`config.mk`:
```
export PLATFORM = sky130hd
export DESIGN_NAME = mem_arbiter
export DESIGN_NICKNAME = d
export VERILOG_FILES = /design/src/hw/rv_pkg.sv /design/src/hw/mem_arbiter.sv
export SDC_FILE = /design/constraint.sdc
export NUM_CORES = 1
export LEC_CHECK = 0
export BUFFER_PORTS_ARGS = -buffer_cell sky130_fd_sc_hd__buf_2
export CAP_MARGIN = 20
export CELL_PAD_IN_SITES_DETAIL_PLACEMENT = 1
export CELL_PAD_IN_SITES_GLOBAL_PLACEMENT = 1
export CORE_AREA = 2 2 105 107
export CTS_CLUSTER_DIAMETER = 150
export DETAILED_ROUTE_END_ITERATION = 10
export DIE_AREA = 0 0 107 109
export PLACE_DENSITY_LB_ADDON = 0.1
export SYNTH_ARGS = -nofsm -noshare
export SYNTH_HDL_FRONTEND = slang
export SYNTH_SLANG_ARGS = --single-unit
```
`constraint.sdc`:
```
create_clock -name clk -period 0.9 [get_ports clk]
set_clock_uncertainty 0.1 [all_clocks]
set_input_delay 0.045 -clock clk [delete_from_list [all_inputs] [get_ports clk]]
set_output_delay 0.045 -clock clk [all_outputs]
set_load 0.01 [all_outputs]
```
`src/hw/rv_pkg.sv`:
```
package rv_pkg;

  // datapath and address widths
  localparam int XLEN      = 32;
  localparam int REG_IDX_W = 5;

  // unified memory geometry, word addressed
  localparam int MEM_WORDS = 256;
  localparam int MEM_AW    = 8;

  // first fetch address after run
  localparam logic [XLEN-1:0] RESET_PC = 32'h0000_0000;

  // major opcodes of the kept subset
  localparam logic [6:0] OP_REG    = 7'b0110011;
  localparam logic [6:0] OP_IMM    = 7'b0010011;
  localparam logic [6:0] OP_LUI    = 7'b0110111;
  localparam logic [6:0] OP_AUIPC  = 7'b0010111;
  localparam logic [6:0] OP_LOAD   = 7'b0000011;
  localparam logic [6:0] OP_STORE  = 7'b0100011;
  localparam logic [6:0] OP_BRANCH = 7'b1100011;
  localparam logic [6:0] OP_SYSTEM = 7'b1110011;

  // funct3 values that must match
  localparam logic [2:0] F3_ADD = 3'b000;
  localparam logic [2:0] F3_LW  = 3'b010;
  localparam logic [2:0] F3_SW  = 3'b010;
  localparam logic [2:0] F3_BEQ = 3'b000;

  // funct7 for the register-register ops
  localparam logic [6:0] F7_ADD = 7'b0000000;
  localparam logic [6:0] F7_SUB = 7'b0100000;

  // ebreak is matched on the whole word
  localparam logic [XLEN-1:0] EBREAK_WORD = 32'h0010_0073;

  // core state codes
  localparam int         ST_W     = 3;
  localparam logic [2:0] ST_IDLE  = 3'd0;
  localparam logic [2:0] ST_FETCH = 3'd1;
  localparam logic [2:0] ST_IWAIT = 3'd2;
  localparam logic [2:0] ST_EXEC  = 3'd3;
  localparam logic [2:0] ST_DWAIT = 3'd4;
  localparam logic [2:0] ST_HALT  = 3'd5;

  typedef enum logic [1:0] {
    ALU_ADD    = 2'd0,
    ALU_SUB    = 2'd1,
    ALU_PASS_B = 2'd2
  } alu_op_e;

  // one instruction word, five views of the same bits
  typedef struct packed {
    logic [6:0] funct7;
    logic [4:0] rs2;
    logic [4:0] rs1;
    logic [2:0] funct3;
    logic [4:0] rd;
    logic [6:0] opcode;
  } r_fmt_t;

  typedef struct packed {
    logic [11:0] imm;
    logic [4:0]  rs1;
    logic [2:0]  funct3;
    logic [4:0]  rd;
    logic [6:0]  opcode;
  } i_fmt_t;

  typedef struct packed {
    logic [6:0] imm_11_5;
    logic [4:0] rs2;
    logic [4:0] rs1;
    logic [2:0] funct3;
    logic [4:0] imm_4_0;
    logic [6:0] opcode;
  } s_fmt_t;

  typedef struct packed {
    logic       imm_12;
    logic [5:0] imm_10_5;
    logic [4:0] rs2;
    logic [4:0] rs1;
    logic [2:0] funct3;
    logic [3:0] imm_4_1;
    logic       imm_11;
    logic [6:0] opcode;
  } b_fmt_t;

  typedef struct packed {
    logic [19:0] imm_31_12;
    logic [4:0]  rd;
    logic [6:0]  opcode;
  } u_fmt_t;

  typedef union packed {
    r_fmt_t r;
    i_fmt_t i;
    s_fmt_t s;
    b_fmt_t b;
    u_fmt_t u;
  } rv_inst_u;

endpackage

```
`src/hw/mem_arbiter.sv`:
```
`timescale 1ns/10ps

module mem_arbiter (
  input  logic                       clk,
  input  logic                       rst,
  input  logic                       host_req,
  input  logic                       host_we,
  input  logic [rv_pkg::XLEN-1:0]    host_addr,
  input  logic [rv_pkg::XLEN-1:0]    host_wdata,
  output logic [rv_pkg::XLEN-1:0]    host_rdata,
  output logic                       host_rvalid,
  input  logic                       core_req,
  input  logic                       core_we,
  input  logic [rv_pkg::XLEN-1:0]    core_addr,
  input  logic [rv_pkg::XLEN-1:0]    core_wdata,
  output logic                       core_gnt,
  output logic                       core_rvalid,
  output logic [rv_pkg::XLEN-1:0]    core_rdata,
  output logic                       mem_en,
  output logic                       mem_we,
  output logic [rv_pkg::MEM_AW-1:0]  mem_addr,
  output logic [rv_pkg::XLEN-1:0]    mem_wdata,
  input  logic [rv_pkg::XLEN-1:0]    mem_rdata
);
  import rv_pkg::*;

  // read in flight, and whether the host issued it
  logic rd_pend;
  logic rd_host;

  // host always wins
  assign core_gnt = core_req & ~host_req;

  // winner onto the memory, byte address cut to a word index
  assign mem_en    = host_req | core_req;
  assign mem_we    = host_req ? host_we : core_we;
  assign mem_addr  = host_req ? host_addr[MEM_AW+1:2] : core_addr[MEM_AW+1:2];
  assign mem_wdata = host_req ? host_wdata : core_wdata;

  always_ff @(posedge clk) begin
    if (rst) begin
      rd_pend <= 1'b0;
      rd_host <= 1'b0;
    end else begin
      rd_pend <= mem_en & ~mem_we;
      rd_host <= host_req;
    end
  end

  // one-cycle pulse to whoever owned the read
  assign host_rvalid = rd_pend & rd_host;
  assign core_rvalid = rd_pend & ~rd_host;
  assign host_rdata  = mem_rdata;
  assign core_rdata  = mem_rdata;

endmodule

```
# After elaboration in Yosys (flattened, before gate mapping)
# Index checks and enable logic that the tools add are counted.
[classes]
n_div = 0
n_shift = 0
muxes = 3
n_addsub = 0
n_mul = 0
order_cmp = 0
n_bitwise = 8
eq_ne = 0
n_reduce_logical = 0
[ops]
columns = ["operator", "n"]
rows = [
  ["32-bit 2-to-1 mux", 1],
  ["8-bit 2-to-1 mux", 1],
  ["1-bit bitwise AND", 4],
  ["1-bit NOT", 3],
  ["1-bit 2-to-1 mux", 1],
  ["1-bit bitwise OR", 1],
]
[totals]
rom_bits = 0
memories = 0
latchBits = 0
out_inout_bits = 109
ram_bits = 0
register_bits = 2

# Longest topological paths before layout
# Gate-level depths: netlist of the first run.
[logic_depth]
word_depth = 3
ltp_mapped = 3
mapped_depth_nobuf = 2

# Worst setup path before layout of the first run
# OpenSTA, ideal clock, no wires.
[synth_path]
path_kind = "in2out"
start = "in host_req"
end = "out mem_addr[0] (netlist name)"
path_stages = 3
t_arrival_ps = 641
slack_ps = 114
n_path_buf = 2
required_time_ps = 755
path_cell_list = "buf_6 buf_12 mux2_4"
[synth_via]
elab_chain_len = 1
[synth_rtl]
columns = ["element", "line", "source"]
rows = [
  ["start: declaration", "mem_arbiter.sv:6", "input logic host_req,"],
  ["8-bit 2-to-1 mux", "mem_arbiter.sv:37", "assign mem_addr = host_req ? host_addr[MEM_AW+1:2] : core_addr[MEM_AW+1:2];"],
  ["end: declaration", "mem_arbiter.sv:21", "output logic [rv_pkg::MEM_AW-1:0] mem_addr,"],
]
# Every way passes these cells.

# Worst setup path after layout of the first run
[layout_path]
start = "reg rd_host"
end = "out host_rvalid"
[layout_via]
elab_chain_len = 1
[layout_rtl]
columns = ["element", "line", "source"]
rows = [
  ["start: declaration", "mem_arbiter.sv:29", "logic rd_host;"],
  ["start signal: assignment", "mem_arbiter.sv:46", "rd_host <= host_req;"],
  ["1-bit bitwise AND", "mem_arbiter.sv:51", "assign host_rvalid = rd_pend & rd_host;"],
  ["end: declaration", "mem_arbiter.sv:11", "output logic host_rvalid,"],
]
# Every way passes these cells.

==> results of run 1 <==
## per-layer routing
layer / routed length, um / GRT usage
met1: 1944 / 0.09218
met5: 0 / 0
met3: 463 / 0.02092
met4: 0 / 0.01763
met2: 2884 / 0.1474
## layout by cell type (no fill, tap or decap), drive strengths merged
| cell type | n |
|---|---|
| dlygate4sd3 | 33 |
| or2 | 1 |
| nor2 | 1 |
| buf | 140 |
| dfxtp | 2 |
| nor2b | 3 |
| mux2 | 41 |
| and2 | 1 |
| a21o | 1 |
| clkbuf | 4 |
| nor3b | 1 |
## cell families (layout without fill, tap and decap cells)
| group | after synthesis | in the layout |
|---|---|---|
| and+or+nand+nor | 7 | 7 |
| DFF | 2 | 2 |
| AOI/OAI and AO/OA | 1 | 1 |
| muxes | 41 | 41 |
| buffers and inverters | 69 | 177 |
## area by class of cell
class / instances / share of cell area
well taps: 140 / 0.07139
repair buffers: 174 / 0.6191
flip-flops and latches: 2 / 0.01734
multi-input cells: 49 / 0.2754
clock buffers: 3 / 0.01683
## worst paths after layout
kind                        endpoint  slack, ns  cells past startpoint
setup / recovery         host_rvalid      -0.04                      2
hold / removal    rd_pend$_SDFF_PP0_       0.06                      3
## repair_timing
item / in CTS / in global routing
hold endpoints to repair: 65 / 0
setup endpoints to repair: 44 / 31
hold buffers: 33 / 0
resized for setup: 69 / 2
gates cloned: 6 / 1
## registers in the layout, summed over array words and instances, names as in the netlist
signal   cells
rd_host      1
rd_pend      1
## per-stage QoR
stage                     instance area [um2]  utilization  hold WS [ns]
final                                    2454       0.2314       0.06338
after global routing                     2454       0.2314       0.09011
after CTS                                2421       0.2283       0.05929
after detailed placement                 1575       0.1486     -0.009899
after global placement                   1575       0.1486     -0.009899
after floorplan                          1266            -       0.01661
## worst max-delay path: cells and delay by family (launching register included)
kind / cells / cell delay (ns)
flip-flops: 1 / 0.32
buffers and inverters: 1 / 0.13
AND/OR/NAND/NOR: 1 / 0.13
## where the power goes
group          switching [mW]  leakage (nW)  total [mW]  internal [mW]
registers             0.00335        0.0172      0.0990         0.0957
clock network          0.0747        0.0216       0.358          0.283
logic                   0.488          1.23        1.32          0.835
total                   0.566          1.27        1.78           1.21
==> flow_summary.toml, run 1 <==
[timing]
report.final.slew_viol_count = 0
min_period_over_period = 1.040
worst_pin_slew_ns = 0.2336
min_period_ns = 0.9363
fmax_mhz = 1068
slew_headroom = 0.8438
setup_violations = 16
rsz0062_at_grt = "yes"
setup_tns_ns = -0.08510
worst_slack_ns = -0.03625
finalHoldViolCount = 0

[logic_synthesis]
synth_top_area_frac = 0.4506
synthTopCellsByCount = "buf_4, mux2_4, buf_12, mux2_2, nor2b_1"
muxShareOfSynthArea = 0.4773
synth_flop_cell = "dfxtp_1"
synth_compound_area_frac = 0.005929
ys_ff_latch = 2
syn_area_um2 = 1266
synth_edf_count = 0
async_reset_ff_frac = 0
synth-seq-area-share = 0.03162
ys_types = 12
synthAdderAreaFrac = 0
synthSimpleGateAreaFrac = 0.03360
syn_area_per_cell_um2 = 10.55
syn_nets = 286
synth_xor_area_frac = 0
synth_top_family_by_area = "multiplexers"
syn_inst = 120
yosys.area.top_type = "mux2_4"
ys_warn_count = 0
yosysMostFrequentCell = "buf_4"
synthTopCellsByArea = "mux2_4, buf_4, buf_12, dfxtp_1, mux2_2"

[cells_and_area]
regArea_um2 = 42.54
area_growth_syn_to_layout_pct = 93.77
multi_input_area_um2 = 675.6
final_nets = 396
stdcell_count = 368
antenna_cells = 0
drive_gt1_frac = 0.8289
fillCellCount = 1225

[place]
port_buffers = 130
pre_cts_ws_ns = -0.1630
place_inst = 325
dp_hpwl_um = 3842
routabilityCongestion = 0.6164

[clock_network]
cts-root-buf = "clkbuf_8"
numCtsBuffers = 3
clk_pin_slew_worst_paths_ns = 0.03
cts_tree = "built"
clk_path_buf_depth = 2
htreeDepth = 1
postCtsSetupBuffers = 0
cts_sinks = 2

[outcome]
status = "finished with violations"
violations = "setup timing"

[setup_path]
endpoint_kind = "primary output"
cp_slowest_cell = "dfxtp_2"
worstPathRequired_ns = 0.75
crit_chain = "and2_1, buf_2"
worst-setup-path-type = "reg -> out"
cp-start-kind = "flip-flop"
timing.critical_path.from = "rd_host$_SDFF_PP0_"
worstPathArrival_ns = 0.79
crit_fanout = 2
slowest_delay_ns = 0.32

[pwr]
cellLeakagePower_nw = 1.273
ir_drop_mv = 0.7030
powerDensity_nw_per_um2 = 725.4
p_total_mw = 1.780

[floorplanning]
die-width_um = 107
die_area_um2 = 11660
initial_core_util = 0.1194
num_rows = 38
io-pin-count = 275
die_y_um = 109
core_um2 = 10600

[drt]
first_pass_iters = 4
remaining_drc_errors = 0
viasPerCell = 3.245
wl_per_cell_um = 14.38
drt_iter0_drc = 8
antenna_left = 0
num_vias = 1194
finalWirelength_um = 5292

[worst_hold_path]
hold_path_class = "in -> reg"
hp-start = "host_we"

[grt]
grt_usage = 0.07978
antenna_found_initial = 0
grt-ovfl-total = 0
grt_pass1_wl_um = 7017
grt_start_max_net_pins = 10
grt_pass1_vias = 1240

[job]
drv_cap = 0
No activity file was read; power rests on OpenSTA's default activity.
==> run 2: changes to the inputs <==
--- a/config.mk
+++ b/config.mk
@@ -13,7 +13,7 @@
 export CTS_CLUSTER_DIAMETER = 150
 export DETAILED_ROUTE_END_ITERATION = 10
 export DIE_AREA = 0 0 107 109
-export PLACE_DENSITY_LB_ADDON = 0.1
+export PLACE_DENSITY = 0.78
 export SYNTH_ARGS = -nofsm -noshare
 export SYNTH_HDL_FRONTEND = slang
 export SYNTH_SLANG_ARGS = --single-unit
==> run 2 against run 1 <==
Net effect:
- the flow still finishes with violations (setup timing)
- count of clock-buffer cells in the layout unchanged
- flip-flop and latch count unchanged
- final cell count decreased by 1.4%
- maximum frequency about the same
- via count increased by 1.8%
- design area decreased by 4.1%
- core utilization decreased by 0.96 points
- first-iteration DRC count decreased by 75%
- critical path depth increased by 2
- non-clock buffer count decreased by 5
- sequential power decreased by 1%
- wire length increased by 2.2%
- largest power group unchanged
- highest routed layer unchanged
==> flow_summary.toml, run 2 (synthesis gave the netlist of run 1 again) <==
[outcome]
status = "finished with violations"
violations = "setup timing"

[drt]
antenna_left = 0
wl_per_cell_um = 14.90
remaining_drc_errors = 0
drt_iter0_drc = 2
finalWirelength_um = 5407
first_pass_iters = 2
num_vias = 1216
viasPerCell = 3.350

[cells_and_area]
final_nets = 391
final_common_cell = "buf_2"
stdcell_area_um2 = 2352
layout_common_cells = "buf_2, buf_6, mux2_4"
top_regs = "rd_host (1), rd_pend (1)"
stdcell_count = 363
antenna_cells = 0
drive_gt1_frac = 0.8251
area_growth_syn_to_layout_pct = 85.77

[clock_network]
numCtsBuffers = 3
htreeDepth = 1
clk_path_buf_depth = 2
postCtsSetupBuffers = 0
clk_pin_slew_worst_paths_ns = 0.03
cts_tree = "built"
cts-root-buf = "clkbuf_8"
cts_sinks = 2

[timing]
report.final.slew_viol_count = 0
min_period_over_period = 1.041
rsz0062_at_grt = "yes"
worst_pin_slew_ns = 0.2645
worst_slack_ns = -0.03646
fmax_mhz = 1068
fin_hold_ws_ns = 0.07467
finalHoldViolCount = 0
min_period_ns = 0.9365
setup_tns_ns = -0.5263
setup_violations = 30
slew_headroom = 0.8231

[place]
dp_hpwl_um = 3831
place_area_um2 = 1548
routabilityCongestion = 0.7479
port_buffers = 130
place_inst = 323

[pwr]
powerDensity_nw_per_um2 = 742.3
p_total_mw = 1.746
cellLeakagePower_nw = 1.224
ir_drop_mv = 0.7083

[job]
drv_cap = 0

[setup_path]
endpoint_kind = "primary output"
cp-start-kind = "input port"
crit_fanout = 8
worstPathArrival_ns = 0.79
cp-endpoint = "mem_wdata[25]"
timing.critical_path.from = "host_req"
worstPathRequired_ns = 0.75
worst-setup-path-type = "in -> out"

[grt]
grt_pass1_wl_um = 7348
antenna_found_initial = 0
grt_usage = 0.08393
grt_start_max_net_pins = 9
grt_pass1_vias = 1398
grt-ovfl-total = 0

[floorplanning]
die_y_um = 109
die_area_um2 = 11660
io-pin-count = 275
initial_core_util = 0.1194
core_um2 = 10600
die-width_um = 107
num_rows = 38

[worst_hold_path]
hold_path_class = "in -> reg"
## run 2: changes by cell type in the layout (fill, tap and decap cells not counted), sizes merged
cell and change:
clkbuf -1, buf -4
## run 2: worst max-delay path: stages
cell,delay [ns]
buf_16,0.14
buf_12,0.16
mux2_4,0.32
buf_6,0.13
## run 2: layer usage
| metal | track usage | share of wire | vias up |
|---|---|---|---|
| met3 | 0.02809 | 0.11 | 0 |
| met1 | 0.07827 | 0.33 | 553 |
| li1 | - | - | 543 |
| met5 | 0 | 0 | - |
| met4 | 0.01020 | 0 | 0 |
| met2 | 0.1783 | 0.56 | 120 |
## run 2: where the power goes
part | total (mW) | leakage [nW] | switching [mW] | internal [mW]
registers | 0.0980 | 0.0172 | 0.00237 | 0.0956
clock network | 0.351 | 0.0216 | 0.0685 | 0.283
logic | 1.30 | 1.19 | 0.502 | 0.795
total | 1.75 | 1.22 | 0.573 | 1.17
## run 2: cell type report
| cell class | count | area [um2] |
|---|---|---|
| fill | 1236 | 8250 |
| timing repair buffer | 169 | 1423 |
| multi-input combinational | 49 | 670.6 |
| tap | 140 | 175.2 |
| sequential | 2 | 42.54 |
| clock buffer | 3 | 41.29 |
## run 2: metrics by stage
stage	setup slack, ns	utilization
after floorplan	0.1136	-
after global placement	-0.1646	0.1460
after detailed placement	-0.1807	0.1460
after CTS	-0.04791	0.2209
after global routing	-0.05690	0.2219
final	-0.03646	0.2219
## run 2: worst min path at each step
stage / startpoint / to / slack [ns] / cells past startpoint
after floorplan: rst / rd_host$_SDFF_PP0_ / 0.02 / 1
final: rst / rd_pend$_SDFF_PP0_ / 0.07 / 3
after CTS: rst / rd_pend$_SDFF_PP0_ / 0.07 / 3
after global routing: rst / rd_pend$_SDFF_PP0_ / 0.08 / 3
after detailed placement: mem_rdata[21] / core_rdata[21] / -0.01 / 0
after global placement: mem_rdata[21] / core_rdata[21] / -0.01 / 0
## run 2: timing repair
action | in CTS | in global routing
hold buffers | 33 | 0
resized for setup | 71 | 3
setup endpoints to repair | 44 | 43
hold endpoints to repair | 65 | 0
gates cloned | 4 | 0
==> run 3: changes to the inputs <==
==> constraint.sdc (replaced) <==
create_clock -name clk -period 0.9 [get_ports clk]
set_clock_uncertainty 0.1 [all_clocks]
set_input_delay 0.135 -clock clk [delete_from_list [all_inputs] [get_ports clk]]
set_output_delay 0.135 -clock clk [all_outputs]
set_load 0.01 [all_outputs]
==> run 3 against run 2 <==
Net effect:
- the flow still finishes with violations (setup timing)
- combinational power decreased by 14%
- sequential share of layout area increased by 0.19 points
- sequential power increased by 1%
- maximum frequency decreased by 14%
- core utilization decreased by 2.1 points
- critical path type unchanged
- non-clock buffer count decreased by 28
- critical path depth unchanged
- clock power increased by 3%
- hold slack got worse by 0.045 ns
==> flow_summary.toml, run 3 (synthesis gave the netlist of run 1 again) <==
[setup_path]
crit_fanout = 6
worstPathArrival_ns = 0.85
worstPathRequired_ns = 0.66
endpoint_kind = "primary output"
cp-start-kind = "input port"
worst-setup-path-type = "in -> out"

[cells_and_area]
final_common_cell = "buf_2"
fillCellCount = 1239
top_regs = "rd_host (1), rd_pend (1)"
antenna_cells = 0
drive_gt1_frac = 0.9795
stdcell_area_um2 = 2131
layout_common_cells = "buf_2, buf_6, mux2_4"
area_growth_syn_to_layout_pct = 68.28
final_nets = 363

[floorplanning]
io-pin-count = 275
die_y_um = 109
die_area_um2 = 11660
die-width_um = 107
core_um2 = 10600
initial_core_util = 0.1194
num_rows = 38

[grt]
grt_pass1_vias = 1302
grt_pass1_wl_um = 7051
grt_start_max_net_pins = 12
antenna_found_initial = 0
grt_usage = 0.08180
grt-ovfl-total = 0

[pwr]
cellLeakagePower_nw = 1.140
p_sw_frac = 0.2947
ir_drop_mv = 0.6693
power.switching_uw = 467.0
powerDensity_nw_per_um2 = 743.6
pwr-share-comb = 0.709
pwr-share-clk = 0.229
seq_power_share = 0.063
cell_internal_pwr_mw = 1.118
p_total_mw = 1.585

[clock_network]
clk_pin_slew_worst_paths_ns = 0.03
clk_path_buf_depth = 2
htreeDepth = 1
cts_hold_buf = 0
cts_tree = "built"
cts-root-buf = "clkbuf_8"
numCtsBuffers = 3
cts_sinks = 2

[timing]
min_period_over_period = 1.210
worst_slack_ns = -0.1886
slew_headroom = 0.8513
finalHoldViolCount = 0
min_period_ns = 1.089
fmax_mhz = 918.6
rsz0062_at_grt = "yes"
worst_pin_slew_ns = 0.2225
report.final.slew_viol_count = 0
setup_violations = 44

[drt]
viasPerCell = 3.269
drt_iter0_drc = 15
antenna_left = 0
wl_per_cell_um = 15.61
first_pass_iters = 4
remaining_drc_errors = 0
num_vias = 1095
finalWirelength_um = 5230

[worst_hold_path]
hp-start = "rst"
hold_path_class = "in -> reg"
hold_end = "rd_host$_SDFF_PP0_"
hold_depth = 2

[job]
drv_cap = 0

[place]
place_area_um2 = 1563
port_buffers = 130
routabilityCongestion = 0.6726
pre_cts_ws_ns = -0.3237

[outcome]
violations = "setup timing"
status = "finished with violations"
==> run 3: cell types whose count changed in the layout (fill, tap and decap cells not counted), sizes merged <==
cell         change
clkbuf           +2
dlygate4sd3     -33
buf              +3
==> run 3: how the worst max path moves through the flow <==
stage | startpoint | endpoint
6_report | host_req | mem_wdata[23]
5_1_grt | host_req | mem_wdata[14]
4_1_cts | host_req | mem_addr[4]
3_5_place_dp | host_req | mem_wdata[31]
3_3_place_gp | host_req | mem_wdata[31]
2_1_floorplan | host_req | mem_addr[0]
==> run 3: final cells by class <==
cell class	instances	area, um2	area share
Timing Repair Buffer	141	1191	0.5590
Multi-Input combinational cell	49	680.7	0.3194
Tap cell	140	175.2	0.08221
Sequential cell	2	42.54	0.01996
Clock buffer	3	41.29	0.01938
==> run 3: critical path, cell delays in order <==
cell and delay, ns:
clkbuf_16 0.15, buf_16 0.14, mux2_4 0.30, buf_6 0.13
==> run 3: power by group through the flow <==
stage	clock network, mW	logic, mW	registers [mW]
6_report	0.362	1.12	0.0992
5_1_grt	0.376	1.19	0.0998
4_1_cts	0.377	1.10	0.0977
3_5_place_dp	0	0.783	0.0978
3_3_place_gp	0	0.773	0.0972
2_1_floorplan	0	0.727	0.0970
==> run 3: routing by layer <==
metal	up-vias	share of wire	wire length, um	track usage
met5	-	0	0	0
met1	495	0.36	1861	0.08327
met3	17	0.11	587	0.02929
met4	0	0.018	95	0.03247
li1	488	-	-	-
met2	95	0.51	2685	0.1524
==> run 3: repair_timing <==
item                       in CTS  in global routing
pin swaps                       1                  2
gates cloned                    5                  2
setup endpoints to repair      45                 45
setup buffers                   1                  1
resized for setup              63                  4
==> run 3: metrics by stage <==
step	TNS, ns	util	std cells	hold WS, ns
final	-7.455	0.2010	335	0.02993
after global routing	-8.164	0.2010	335	0.04477
after global placement	-11.89	0.1474	323	0.1701
after detailed placement	-12.73	0.1474	323	0.1701
after floorplan	-1.579	-	120	0.1066
after CTS	-8.905	0.1941	332	0.02622
