<file path="src/hw/rv_pkg.sv">
package rv_pkg;

  // datapath and address widths
  localparam int XLEN      = 32;
  localparam int REG_IDX_W = 5;

  // unified memory geometry, word addressed
  localparam int MEM_WORDS = 256;
  localparam int MEM_AW    = 8;

  // first fetch address after run
  localparam logic [XLEN-1:0] RESET_PC = 32'h0000_0000;

  // major opcodes of the kept subset
  localparam logic [6:0] OP_REG    = 7'b0110011;
  localparam logic [6:0] OP_IMM    = 7'b0010011;
  localparam logic [6:0] OP_LUI    = 7'b0110111;
  localparam logic [6:0] OP_AUIPC  = 7'b0010111;
  localparam logic [6:0] OP_LOAD   = 7'b0000011;
  localparam logic [6:0] OP_STORE  = 7'b0100011;
  localparam logic [6:0] OP_BRANCH = 7'b1100011;
  localparam logic [6:0] OP_SYSTEM = 7'b1110011;

  // funct3 values that must match
  localparam logic [2:0] F3_ADD = 3'b000;
  localparam logic [2:0] F3_LW  = 3'b010;
  localparam logic [2:0] F3_SW  = 3'b010;
  localparam logic [2:0] F3_BEQ = 3'b000;

  // funct7 for the register-register ops
  localparam logic [6:0] F7_ADD = 7'b0000000;
  localparam logic [6:0] F7_SUB = 7'b0100000;

  // ebreak is matched on the whole word
  localparam logic [XLEN-1:0] EBREAK_WORD = 32'h0010_0073;

  // core state codes
  localparam int         ST_W     = 3;
  localparam logic [2:0] ST_IDLE  = 3'd0;
  localparam logic [2:0] ST_FETCH = 3'd1;
  localparam logic [2:0] ST_IWAIT = 3'd2;
  localparam logic [2:0] ST_EXEC  = 3'd3;
  localparam logic [2:0] ST_DWAIT = 3'd4;
  localparam logic [2:0] ST_HALT  = 3'd5;

  typedef enum logic [1:0] {
    ALU_ADD    = 2'd0,
    ALU_SUB    = 2'd1,
    ALU_PASS_B = 2'd2
  } alu_op_e;

  // one instruction word, five views of the same bits
  typedef struct packed {
    logic [6:0] funct7;
    logic [4:0] rs2;
    logic [4:0] rs1;
    logic [2:0] funct3;
    logic [4:0] rd;
    logic [6:0] opcode;
  } r_fmt_t;

  typedef struct packed {
    logic [11:0] imm;
    logic [4:0]  rs1;
    logic [2:0]  funct3;
    logic [4:0]  rd;
    logic [6:0]  opcode;
  } i_fmt_t;

  typedef struct packed {
    logic [6:0] imm_11_5;
    logic [4:0] rs2;
    logic [4:0] rs1;
    logic [2:0] funct3;
    logic [4:0] imm_4_0;
    logic [6:0] opcode;
  } s_fmt_t;

  typedef struct packed {
    logic       imm_12;
    logic [5:0] imm_10_5;
    logic [4:0] rs2;
    logic [4:0] rs1;
    logic [2:0] funct3;
    logic [3:0] imm_4_1;
    logic       imm_11;
    logic [6:0] opcode;
  } b_fmt_t;

  typedef struct packed {
    logic [19:0] imm_31_12;
    logic [4:0]  rd;
    logic [6:0]  opcode;
  } u_fmt_t;

  typedef union packed {
    r_fmt_t r;
    i_fmt_t i;
    s_fmt_t s;
    b_fmt_t b;
    u_fmt_t u;
  } rv_inst_u;

endpackage

</file>
<file path="src/hw/rv_decoder.sv">
`timescale 1ns/10ps

module rv_decoder (
  input  rv_pkg::rv_inst_u              inst,
  output logic [rv_pkg::REG_IDX_W-1:0]  rd,
  output logic [rv_pkg::REG_IDX_W-1:0]  rs1,
  output logic [rv_pkg::REG_IDX_W-1:0]  rs2,
  output logic [rv_pkg::XLEN-1:0]       imm,
  output rv_pkg::alu_op_e               alu_op,
  output logic                          use_imm,
  output logic                          use_pc,
  output logic                          is_load,
  output logic                          is_store,
  output logic                          is_branch,
  output logic                          reg_write,
  output logic                          is_ebreak,
  output logic                          illegal
);
  import rv_pkg::*;

  // register fields sit at the same bits in every format
  assign rd  = inst.r.rd;
  assign rs1 = inst.r.rs1;
  assign rs2 = inst.r.rs2;

  // immediate picked by format
  always_comb begin
    case (inst.r.opcode)
      OP_STORE:
        imm = {{20{inst.s.imm_11_5[6]}}, inst.s.imm_11_5, inst.s.imm_4_0};
      OP_BRANCH:
        imm = {{19{inst.b.imm_12}}, inst.b.imm_12, inst.b.imm_11,
               inst.b.imm_10_5, inst.b.imm_4_1, 1'b0};
      OP_LUI, OP_AUIPC:
        imm = {inst.u.imm_31_12, 12'h000};
      default:
        imm = {{20{inst.i.imm[11]}}, inst.i.imm};
    endcase
  end

  // class flags, anything off the legal list falls to illegal
  always_comb begin
    alu_op    = ALU_ADD;
    use_imm   = 1'b0;
    use_pc    = 1'b0;
    is_load   = 1'b0;
    is_store  = 1'b0;
    is_branch = 1'b0;
    reg_write = 1'b0;
    is_ebreak = 1'b0;
    illegal   = 1'b0;
    case (inst.r.opcode)
      OP_REG: begin
        if (inst.r.funct3 == F3_ADD && inst.r.funct7 == F7_ADD) begin
          reg_write = 1'b1;
        end else if (inst.r.funct3 == F3_ADD && inst.r.funct7 == F7_SUB) begin
          alu_op    = ALU_SUB;
          reg_write = 1'b1;
        end else begin
          illegal = 1'b1;
        end
      end
      OP_IMM: begin
        // addi only
        if (inst.i.funct3 == F3_ADD) begin
          use_imm   = 1'b1;
          reg_write = 1'b1;
        end else begin
          illegal = 1'b1;
        end
      end
      OP_LUI: begin
        alu_op    = ALU_PASS_B;
        use_imm   = 1'b1;
        reg_write = 1'b1;
      end
      OP_AUIPC: begin
        // pc plus upper immediate
        use_pc    = 1'b1;
        use_imm   = 1'b1;
        reg_write = 1'b1;
      end
      OP_LOAD: begin
        if (inst.i.funct3 == F3_LW) begin
          use_imm   = 1'b1;
          is_load   = 1'b1;
          reg_write = 1'b1;
        end else begin
          illegal = 1'b1;
        end
      end
      OP_STORE: begin
        if (inst.s.funct3 == F3_SW) begin
          use_imm  = 1'b1;
          is_store = 1'b1;
        end else begin
          illegal = 1'b1;
        end
      end
      OP_BRANCH: begin
        // beq compares through the subtractor
        if (inst.b.funct3 == F3_BEQ) begin
          alu_op    = ALU_SUB;
          is_branch = 1'b1;
        end else begin
          illegal = 1'b1;
        end
      end
      OP_SYSTEM: begin
        if (inst == EBREAK_WORD) begin
          is_ebreak = 1'b1;
        end else begin
          illegal = 1'b1;
        end
      end
      default: illegal = 1'b1;
    endcase
  end

endmodule

</file>
<file path="src/hw/rv_regfile.sv">
`timescale 1ns/10ps

module rv_regfile (
  input  logic                          clk,
  input  logic [rv_pkg::REG_IDX_W-1:0]  rs1,
  input  logic [rv_pkg::REG_IDX_W-1:0]  rs2,
  input  logic [rv_pkg::REG_IDX_W-1:0]  rd,
  input  logic                          we,
  input  logic [rv_pkg::XLEN-1:0]       wdata,
  output logic [rv_pkg::XLEN-1:0]       rdata1,
  output logic [rv_pkg::XLEN-1:0]       rdata2
);
  import rv_pkg::*;

  // x1..x31 only, x0 has no storage
  logic [XLEN-1:0] regs [1:(2**REG_IDX_W)-1];

  // writes to x0 dropped
  always_ff @(posedge clk) begin
    if (we && rd != '0) begin
      regs[rd] <= wdata;
    end
  end

  // combinational reads, x0 reads as zero
  assign rdata1 = (rs1 == '0) ? '0 : regs[rs1];
  assign rdata2 = (rs2 == '0) ? '0 : regs[rs2];

endmodule

</file>
<file path="src/hw/rv_alu.sv">
`timescale 1ns/10ps

module rv_alu (
  input  logic [rv_pkg::XLEN-1:0]  a,
  input  logic [rv_pkg::XLEN-1:0]  b,
  input  rv_pkg::alu_op_e          op,
  output logic [rv_pkg::XLEN-1:0]  result,
  output logic                     zero
);
  import rv_pkg::*;

  always_comb begin
    case (op)
      ALU_SUB:    result = a - b;
      // lui passes the immediate straight through
      ALU_PASS_B: result = b;
      default:    result = a + b;
    endcase
  end

  // beq looks at this on the difference
  assign zero = (result == '0);

endmodule

</file>
<file path="src/hw/rv_core.sv">
`timescale 1ns/10ps

module rv_core (
  input  logic                     clk,
  input  logic                     rst,
  input  logic                     run,
  output logic                     mem_req,
  output logic                     mem_we,
  output logic [rv_pkg::XLEN-1:0]  mem_addr,
  output logic [rv_pkg::XLEN-1:0]  mem_wdata,
  input  logic                     mem_gnt,
  input  logic                     mem_rvalid,
  input  logic [rv_pkg::XLEN-1:0]  mem_rdata,
  output logic [rv_pkg::XLEN-1:0]  pc,
  output logic                     halted,
  output logic                     trap
);
  import rv_pkg::*;

  logic [ST_W-1:0]      state;
  rv_inst_u             inst_q;

  logic [REG_IDX_W-1:0] rd;
  logic [REG_IDX_W-1:0] rs1;
  logic [REG_IDX_W-1:0] rs2;
  logic [XLEN-1:0]      imm;
  alu_op_e              alu_op;
  logic                 use_imm;
  logic                 use_pc;
  logic                 is_load;
  logic                 is_store;
  logic                 is_branch;
  logic                 reg_write;
  logic                 is_ebreak;
  logic                 illegal;

  logic [XLEN-1:0]      rs1_data;
  logic [XLEN-1:0]      rs2_data;
  logic [XLEN-1:0]      op_a;
  logic [XLEN-1:0]      op_b;
  logic [XLEN-1:0]      alu_result;
  logic                 alu_zero;
  logic                 rf_we;
  logic [XLEN-1:0]      rf_wdata;
  logic [XLEN-1:0]      pc_seq;
  logic [XLEN-1:0]      pc_next;
  logic                 mem_op;

  rv_decoder u_decoder (
    .inst      (inst_q),
    .rd        (rd),
    .rs1       (rs1),
    .rs2       (rs2),
    .imm       (imm),
    .alu_op    (alu_op),
    .use_imm   (use_imm),
    .use_pc    (use_pc),
    .is_load   (is_load),
    .is_store  (is_store),
    .is_branch (is_branch),
    .reg_write (reg_write),
    .is_ebreak (is_ebreak),
    .illegal   (illegal)
  );

  rv_regfile u_regfile (
    .clk    (clk),
    .rs1    (rs1),
    .rs2    (rs2),
    .rd     (rd),
    .we     (rf_we),
    .wdata  (rf_wdata),
    .rdata1 (rs1_data),
    .rdata2 (rs2_data)
  );

  // operand muxes
  assign op_a = use_pc ? pc : rs1_data;
  assign op_b = use_imm ? imm : rs2_data;

  rv_alu u_alu (
    .a      (op_a),
    .b      (op_b),
    .op     (alu_op),
    .result (alu_result),
    .zero   (alu_zero)
  );

  // taken beq jumps by the b-format offset
  assign pc_seq  = pc + 32'd4;
  assign pc_next = (is_branch && alu_zero) ? pc + imm : pc_seq;
  assign mem_op  = is_load | is_store;

  // alu result in exec, load data when it returns
  assign rf_we    = (state == ST_EXEC && reg_write && !is_load) ||
                    (state == ST_DWAIT && mem_rvalid && reg_write);
  assign rf_wdata = (state == ST_DWAIT) ? mem_rdata : alu_result;

  // bus request straight from the state, held until granted
  always_comb begin
    mem_req   = 1'b0;
    mem_we    = 1'b0;
    mem_addr  = pc;
    mem_wdata = rs2_data;
    if (state == ST_FETCH) begin
      mem_req = 1'b1;
    end else if (state == ST_EXEC && mem_op) begin
      // lw and sw address is the alu sum
      mem_req  = 1'b1;
      mem_we   = is_store;
      mem_addr = alu_result;
    end
  end

  assign halted = (state == ST_HALT);

  always_ff @(posedge clk) begin
    if (rst) begin
      state <= ST_IDLE;
      pc    <= RESET_PC;
      trap  <= 1'b0;
    end else begin
      case (state)
        ST_IDLE: begin
          if (run) begin
            state <= ST_FETCH;
          end
        end
        ST_FETCH: begin
          // host may hold us off here
          if (mem_gnt) begin
            state <= ST_IWAIT;
          end
        end
        ST_IWAIT: begin
          if (mem_rvalid) begin
            state <= ST_EXEC;
          end
        end
        ST_EXEC: begin
          if (illegal) begin
            // pc stays on the bad word
            trap  <= 1'b1;
            state <= ST_HALT;
          end else if (is_ebreak) begin
            state <= ST_HALT;
          end else if (mem_op) begin
            if (mem_gnt && is_load) begin
              state <= ST_DWAIT;
            end else if (mem_gnt) begin
              pc    <= pc_seq;
              state <= ST_FETCH;
            end
          end else begin
            pc    <= pc_next;
            state <= ST_FETCH;
          end
        end
        ST_DWAIT: begin
          if (mem_rvalid) begin
            pc    <= pc_seq;
            state <= ST_FETCH;
          end
        end
        default: state <= ST_HALT;
      endcase
    end
  end

  // fetched word, no reset needed
  always_ff @(posedge clk) begin
    if (state == ST_IWAIT && mem_rvalid) begin
      inst_q <= mem_rdata;
    end
  end

endmodule

</file>
<file path="config.mk">
export PLATFORM = sky130hd
export DESIGN_NAME = rv_core
export DESIGN_NICKNAME = d
export VERILOG_FILES = /design/src/hw/rv_pkg.sv /design/src/hw/rv_decoder.sv /design/src/hw/rv_regfile.sv /design/src/hw/rv_alu.sv /design/src/hw/rv_core.sv
export SDC_FILE = /design/constraint.sdc
export NUM_CORES = 2
export LEC_CHECK = 0
export BUFFER_PORTS_ARGS = -buffer_cell sky130_fd_sc_hd__buf_2
export CORE_ASPECT_RATIO = 1.5
export CORE_UTILIZATION = 50
export DETAILED_ROUTE_END_ITERATION = 7
export PLACE_DENSITY_LB_ADDON = 0.25
export SYNTH_ARGS = -nofsm -noshare
export SYNTH_HDL_FRONTEND = slang
export SYNTH_HIERARCHICAL = 1
export SYNTH_SLANG_ARGS = --single-unit
</file>
<file path="constraint.sdc">
create_clock -name clk -period 14.6 [get_ports clk]
set_clock_uncertainty 0.1 [all_clocks]
set_input_delay 2.92 -clock clk [delete_from_list [all_inputs] [get_ports clk]]
set_output_delay 2.92 -clock clk [all_outputs]
set_load 0.03 [all_outputs]
</file>
After elaboration in Yosys (flattened, before gate mapping)
Memory sizes are Yosys's and may differ from the RTL's. A register that Yosys moved wholly into a read port is not among the register bits.
Cells that the tools add are included.
W data, S select, Z words.
Storage, ports and cells
  register bits: 68
  memory bits (writable): 992
  input port bits: 37
  output and inout bits: 100
  logic and storage cells: 121
  memories kept: 1
Memory list
  u_regfile.regs: depth 31, width 32, read ports 2, clocked after Yosys merged registers in 2, wr ports 1, RTL line rv_regfile.sv:16  | logic [XLEN-1:0] regs [1:(2**REG_IDX_W)-1];
Cells by class
  $add $sub $neg: 4
  eq/ne operators: 27
  multiplexer cells: 57
  bitwise gates (word level): 1
  reduce and logical (&&, ||, !) cells: 27
Operators by type and width (count)
  $mux W32: 14
  $pmux W32 S2: 2
  $pmux W31 S3: 1
  $add A32 B32 Y32: 2
  $add A32 B3 Y32 const B: 1
  $eq A32 B21 Y1 const B: 1
  $logic_not A32 Y1: 1
  $sub A32 B32 Y32: 1
  $eq A7 B6 Y1 const B: 4
  $mux W3: 9
  $mux W1: 23
  $pmux W3 S5: 1
  $eq A7 B5 Y1 const B: 2
  $eq A7 B7 Y1 const B: 2
  $ne A2 B2 Y1 const B: 6
  $logic_and A1 B1 Y1: 11
  $logic_not A5 Y1: 2
  $mux W5: 2
  $eq A3 B2 Y1 const B: 3
  $eq A7 B2 Y1 const B: 1
  $logic_not A7 Y1: 1
  $eq A3 B3 Y1 const B: 2
  $logic_not A3 Y1: 2
  $ne A3 B3 Y1 const B: 2
  18 further kinds: 20

Logic depth before layout (Yosys ltp)
  depth after elaboration: 14
  depth in mapped cells: 39
  gate-level depth less buffers: 32

Modules after synthesis
Netlist, hierarchy kept.
By module, submodules not included
  rv_regfile: instances 1, cells an instance 2593, area each 46489.6 µm², sequential area each 29788.6 µm²
  rv_core: instances 1, cells an instance 782, area each 6272.3 µm², sequential area each 1681.6 µm²
  rv_alu: instances 1, cells an instance 427, area each 2832.7 µm², sequential area each 0.0 µm²
  rv_decoder: instances 1, cells an instance 120, area each 790.8 µm², sequential area each 0.0 µm²

Least setup slack after synthesis
No wires, ideal clock.
  path kind: reg2out
  start: register inst_q[20] (netlist name)
  end: output port mem_addr[31] (netlist name)
  data arrival time: 6.600 ns
  data required time: 11.580 ns
  setup slack: 4.980 ns
  cell stages (with the launch flop): 30
  path buffers: 5
  cells stage by stage: edfxtp_1 buf_4 buf_2 buf_4 buf_2 mux4_2 mux2_2 nand2_1 nand4_1 mux2_2 or3_1 or3b_1 or2_2 nor3_1 a21oi_1 xnor2_1 ha_1 clkbuf_2 nand4_1 a211o_1 o32a_1 a31oi_1 o21ai_1 o211a_1 o21bai_1 xnor2_1 nand2_1 xnor2_2 nand2_1 nand2_1
Between the ends
  cells in the longest elaborated chain, start to end: 7
  elaborated cells on any way between the ends: 9
  classes of those cells: add/sub: 2; mux: 6; reduce/logical: 1
Ends and longest elaborated chain
  start: declaration: RTL line rv_core.sv:21  | rv_inst_u inst_q;
  start signal: assignment: RTL line rv_core.sv:173  | inst_q <= mem_rdata;
  $logic_not A5 Y1 *: RTL line rv_regfile.sv:27  | assign rdata2 = (rs2 == '0) ? '0 : regs[rs2];
  $mux W32 *: RTL line rv_regfile.sv:27
  named net mem_wdata (one bit): RTL line rv_core.sv:10  | output logic [rv_pkg::XLEN-1:0] mem_wdata,
  $mux W32 *: RTL line rv_core.sv:79  | assign op_b = use_imm ? imm : rs2_data;
  named net op_b[5]: RTL line rv_core.sv:40  | logic [XLEN-1:0] op_b;
  $add A32 B32 Y32 or $sub A32 B32 Y32 (tied branches): RTL line rv_alu.sv:17, rv_alu.sv:14
  $pmux W32 S2 *: RTL line rv_alu.sv:13  | case (op)
  named net alu_result[31]: RTL line rv_core.sv:41  | logic [XLEN-1:0] alu_result;
  $mux W32 *: RTL line rv_core.sv:107  | end else if (state == ST_EXEC && mem_op) begin
  $mux W32 *: RTL line rv_core.sv:105  | if (state == ST_FETCH) begin
  end: declaration: RTL line rv_core.sv:9  | output logic [rv_pkg::XLEN-1:0] mem_addr,
The timed path passes the listed nets; every way through them passes the cells marked *.

Final worst setup path
  start: register inst_q[22] (netlist name)
  end: output port mem_addr[27] (netlist name)
Between the ends
  cells in the longest elaborated chain, start to end: 7
  elaborated cells on any way between the ends: 9
  classes of those cells: add/sub: 2; mux: 6; reduce/logical: 1
Ends and longest elaborated chain (RTL line)
  $logic_not A5 Y1 *: rv_regfile.sv:27
  $mux W32 *: rv_regfile.sv:27
  $mux W32 *: rv_core.sv:79
  named net op_b[3]: rv_core.sv:40
  $add A32 B32 Y32 or $sub A32 B32 Y32 (tied branches): rv_alu.sv:17, rv_alu.sv:14
  $pmux W32 S2 *: rv_alu.sv:13
  named net alu_result[27]: rv_core.sv:41
  $mux W32 *: rv_core.sv:107
  $mux W32 *: rv_core.sv:105
Marked as above.

==> summary.txt <==
Status
  • Status: completed

Detailed routing
  • DR DRC count: 0
  • DR pass1 iterations: 8
  • Final WL: between 150,000 and 200,000 um
  • Routed length per instance: about 34 um
  • DRT iter0 DRCs: approximately 4,500
  • Vias: 37,800
  • Routed Antenna Nets: 0
  • Vias/cell: about 6.9

Final layout
  • Commonest non-fill, non-tap cells in the layout: edfxtp_1, mux4_2, mux2i_1, nand2_1
  • Area added between synthesis and finish: 9.14%
  • Post-Layout Cell Count: between 5,000 and 6,000
  • Final Util: 55.1%
  • Most common cell after layout, fill and taps aside: edfxtp_1
  • # nets final: ~4,000
  • Layout cell share with drive strength beyond 1: 23.0%

Power
  • Peak supply drop: 0.0987 mV
  • Pwr/cell area: 120 nW/um^2
  • Leakage: ~21 nW

Timing
  • Max Clk Rate: roughly 84 MHz
  • Setup Viol. Count Final: 0
  • Slew Viols, Final: 0
  • WHS: between 0.3 and 0.4 ns
  • Slew headroom: between 10% and 20%
  • RSZ-0062 raised after global routing: no
  • Post-route setup TNS: 0 ns
  • Worst Max-Slew Pin Slew: ~1.3 ns
  • Minimum clock period: approximately 12 ns
  • Final Hold Viols: 0
  • Period utilisation layout: between 80% and 90%

Hold path
  • Worst hold start: trap
  • Hold Path Depth: 2
  • Hold WC Path Type: reg -> reg

Die
  • Starting Density: between 50% and 60%
  • I/O pins: around 140
  • Cell row count: 150
  • Area of the core: 112,000 um^2
  • Die height: slightly above 400 um
  • Die ar.: between 100,000 and 150,000 um^2
  • Die W: between 200 and 300 um

Logic synthesis
  • Synth cell types: about 100
  • Post-Synthesis Cell Area: around 56,000 um^2
  • Ys async rst share: 0%
  • FF+latch count, synth: around 1,100
  • Post-synth top area share: 54.5%
  • Syn Inst Count: approximately 4,000
  • Top post-synthesis cells by area: edfxtp_1, mux4_2, mux2i_1, mux2_2, nand2_1
  • Most area-hungry cell type in the Yosys netlist: edfxtp_1
  • Ys flop type: edfxtp_1
  • Post-Syn Nets: 4,025
  • Synth warn: 6
  • Register area share after synthesis: 55.8%
  • Post-synth EDFFs: 1,024
  • Avg Synthesized Cell Area: around 14 um^2

Global routing
  • Gr ovfl total: 0
  • Largest net degree at the start of global routing: ~110
  • Antenna violations before repair: 7
  • Vias in the first global route: roughly 38,000
  • First-pass GRT wire length: 260,000 um
  • Tot GR Track Use: between 30% and 40%

Setup path
  • CP arrival: ~8.9 ns
  • Delay-heaviest family, CP: simple AND/OR/NAND/NOR gates
  • Worst R2R Path Depth: 31
  • Critical path's slowest cell: nor2b_4
  • Most used cell, CP: a31oi_1
  • Worst path required time: 11.58 ns
  • Crit path max fanout: 40
  • Reg2Reg Launch Point: inst_q[22]
  • Startpoint Class: register
  • CP peak stage delay: between 0.9 and 1 ns
  • Worst setup EP type: primary output
  • CP bufs+invs: 2
  • WS Path Type: reg -> out
  • Crit path depth: 25
  • CP startpoint: inst_q[22]

Placed design
  • GPL Wtd Cong: just over 1
  • IO Port Bufs: roughly 140
  • Dpl cells: roughly 5,300
  • DP HPWL: about 110,000 um

Clocking
  • Hold Buf Count CTS: 0
  • Clk buf depth: 3
  • Clock transition at path regs: 0.07 ns
  • Root Driver: clkbuf_16
  • CTS tree: yes
  • Cts bufs inserted: 98
  • Clock sink total: 1,060
  • # resized after CTS: 0
  • Clock latency on the worst-skew pair: about 0.73 ns
  • H-tree depth: 3
  • # Post-CTS Setup Buffers: 0

Flow run
  • Max-cap viol count: 0
## stage by stage
stage / power [mW] / setup slack (ns) / area, um^2
after floorplan: 4.49 / 4.98 / 56400
after global routing: 7.61 / 2.46 / 61500
after detailed placement: 4.91 / 3.70 / 58400
after CTS: 7.42 / 2.92 / 61500
final: 7.41 / 2.73 / 61500
after global placement: 4.89 / 3.70 / 58400
## kinds of logic after synthesis
group | count (synthesis) | share of synthesized area (%)
AOI/OAI and AO/OA | 710 | 8.48
xor gates and xnor gates | 81 | 1.27
adders and majority gates | 66 | 1.49
buffers and inverters | 325 | 3.06
DFF | 1060 | 55.8
muxes | 797 | 22.3
and+or+nand+nor | 883 | 7.62
## power by group
part           internal [mW]  total, mW  switching (mW)
clock network           1.40       2.55            1.16
logic                  0.303       1.14           0.837
registers               3.71       3.72          0.0129
## synthesized netlist by cell type (26+ instances only)
cell type  count
edfxtp_1    1024
mux4_2       340
mux2i_1      316
nand2_1      278
nor2_1       224
a21oi_1      189
clkbuf_1     127
mux2_2       125
o21ai_0      100
a22oi_1       97
nand3_1       86
buf_2         78
ha_1          64
nor2b_1       50
a22o_1        46
and2_1        43
xnor2_1       41
a21o_1        39
xor2_1        39
buf_4         38
nand4_1       37
dfxtp_1       36
a211o_1       34
a311o_1       33
a31oi_1       33
inv_1         32
o21ai_1       32
a211oi_1      31
and3_1        28
nor3_1        28
buf_6         26
## final timing paths
path                   to  slack, ns
min reg2reg          trap       0.38
max          mem_addr[27]       2.73
max reg2reg        pc[14]       4.32
min                  trap       0.38
## routing by layer
layer | track usage (%) | up-vias | share of wire [%]
met3 | 4.86 | 542 | 8.2
met5 | 0 | - | 0.0071
met4 | 21.4 | 2 | 7.2
met2 | 54.9 | 2204 | 50
li1 | - | 15700 | -
met1 | 37.2 | 19300 | 35
## layout make-up
cell class / instances / area, um^2
repair buffers: 237 / 1510
well taps: 1444 / 1810
multi-input cells: 2537 / 23500
fillers: 8938 / 50100
diodes: 4 / 10.0
clock inverters: 60 / 553
flip-flops and latches: 1060 / 31500
inverters: 32 / 120
clock buffers: 115 / 2560
## tightest hold or removal path, stage by stage, from the launching register on
cell and delay, ns:
dfxtp_1 0.33, a21oi_1 0.04, nor2_1 0.07
## registers in the layout, summed over array words and instances (netlist names)
| register | cells |
|---|---|
| inst_q | 32 |
| pc | 32 |
| state | 3 |
| trap | 1 |
| u_regfile/regs | 992 |
Power figures use the tool's default switching activity.
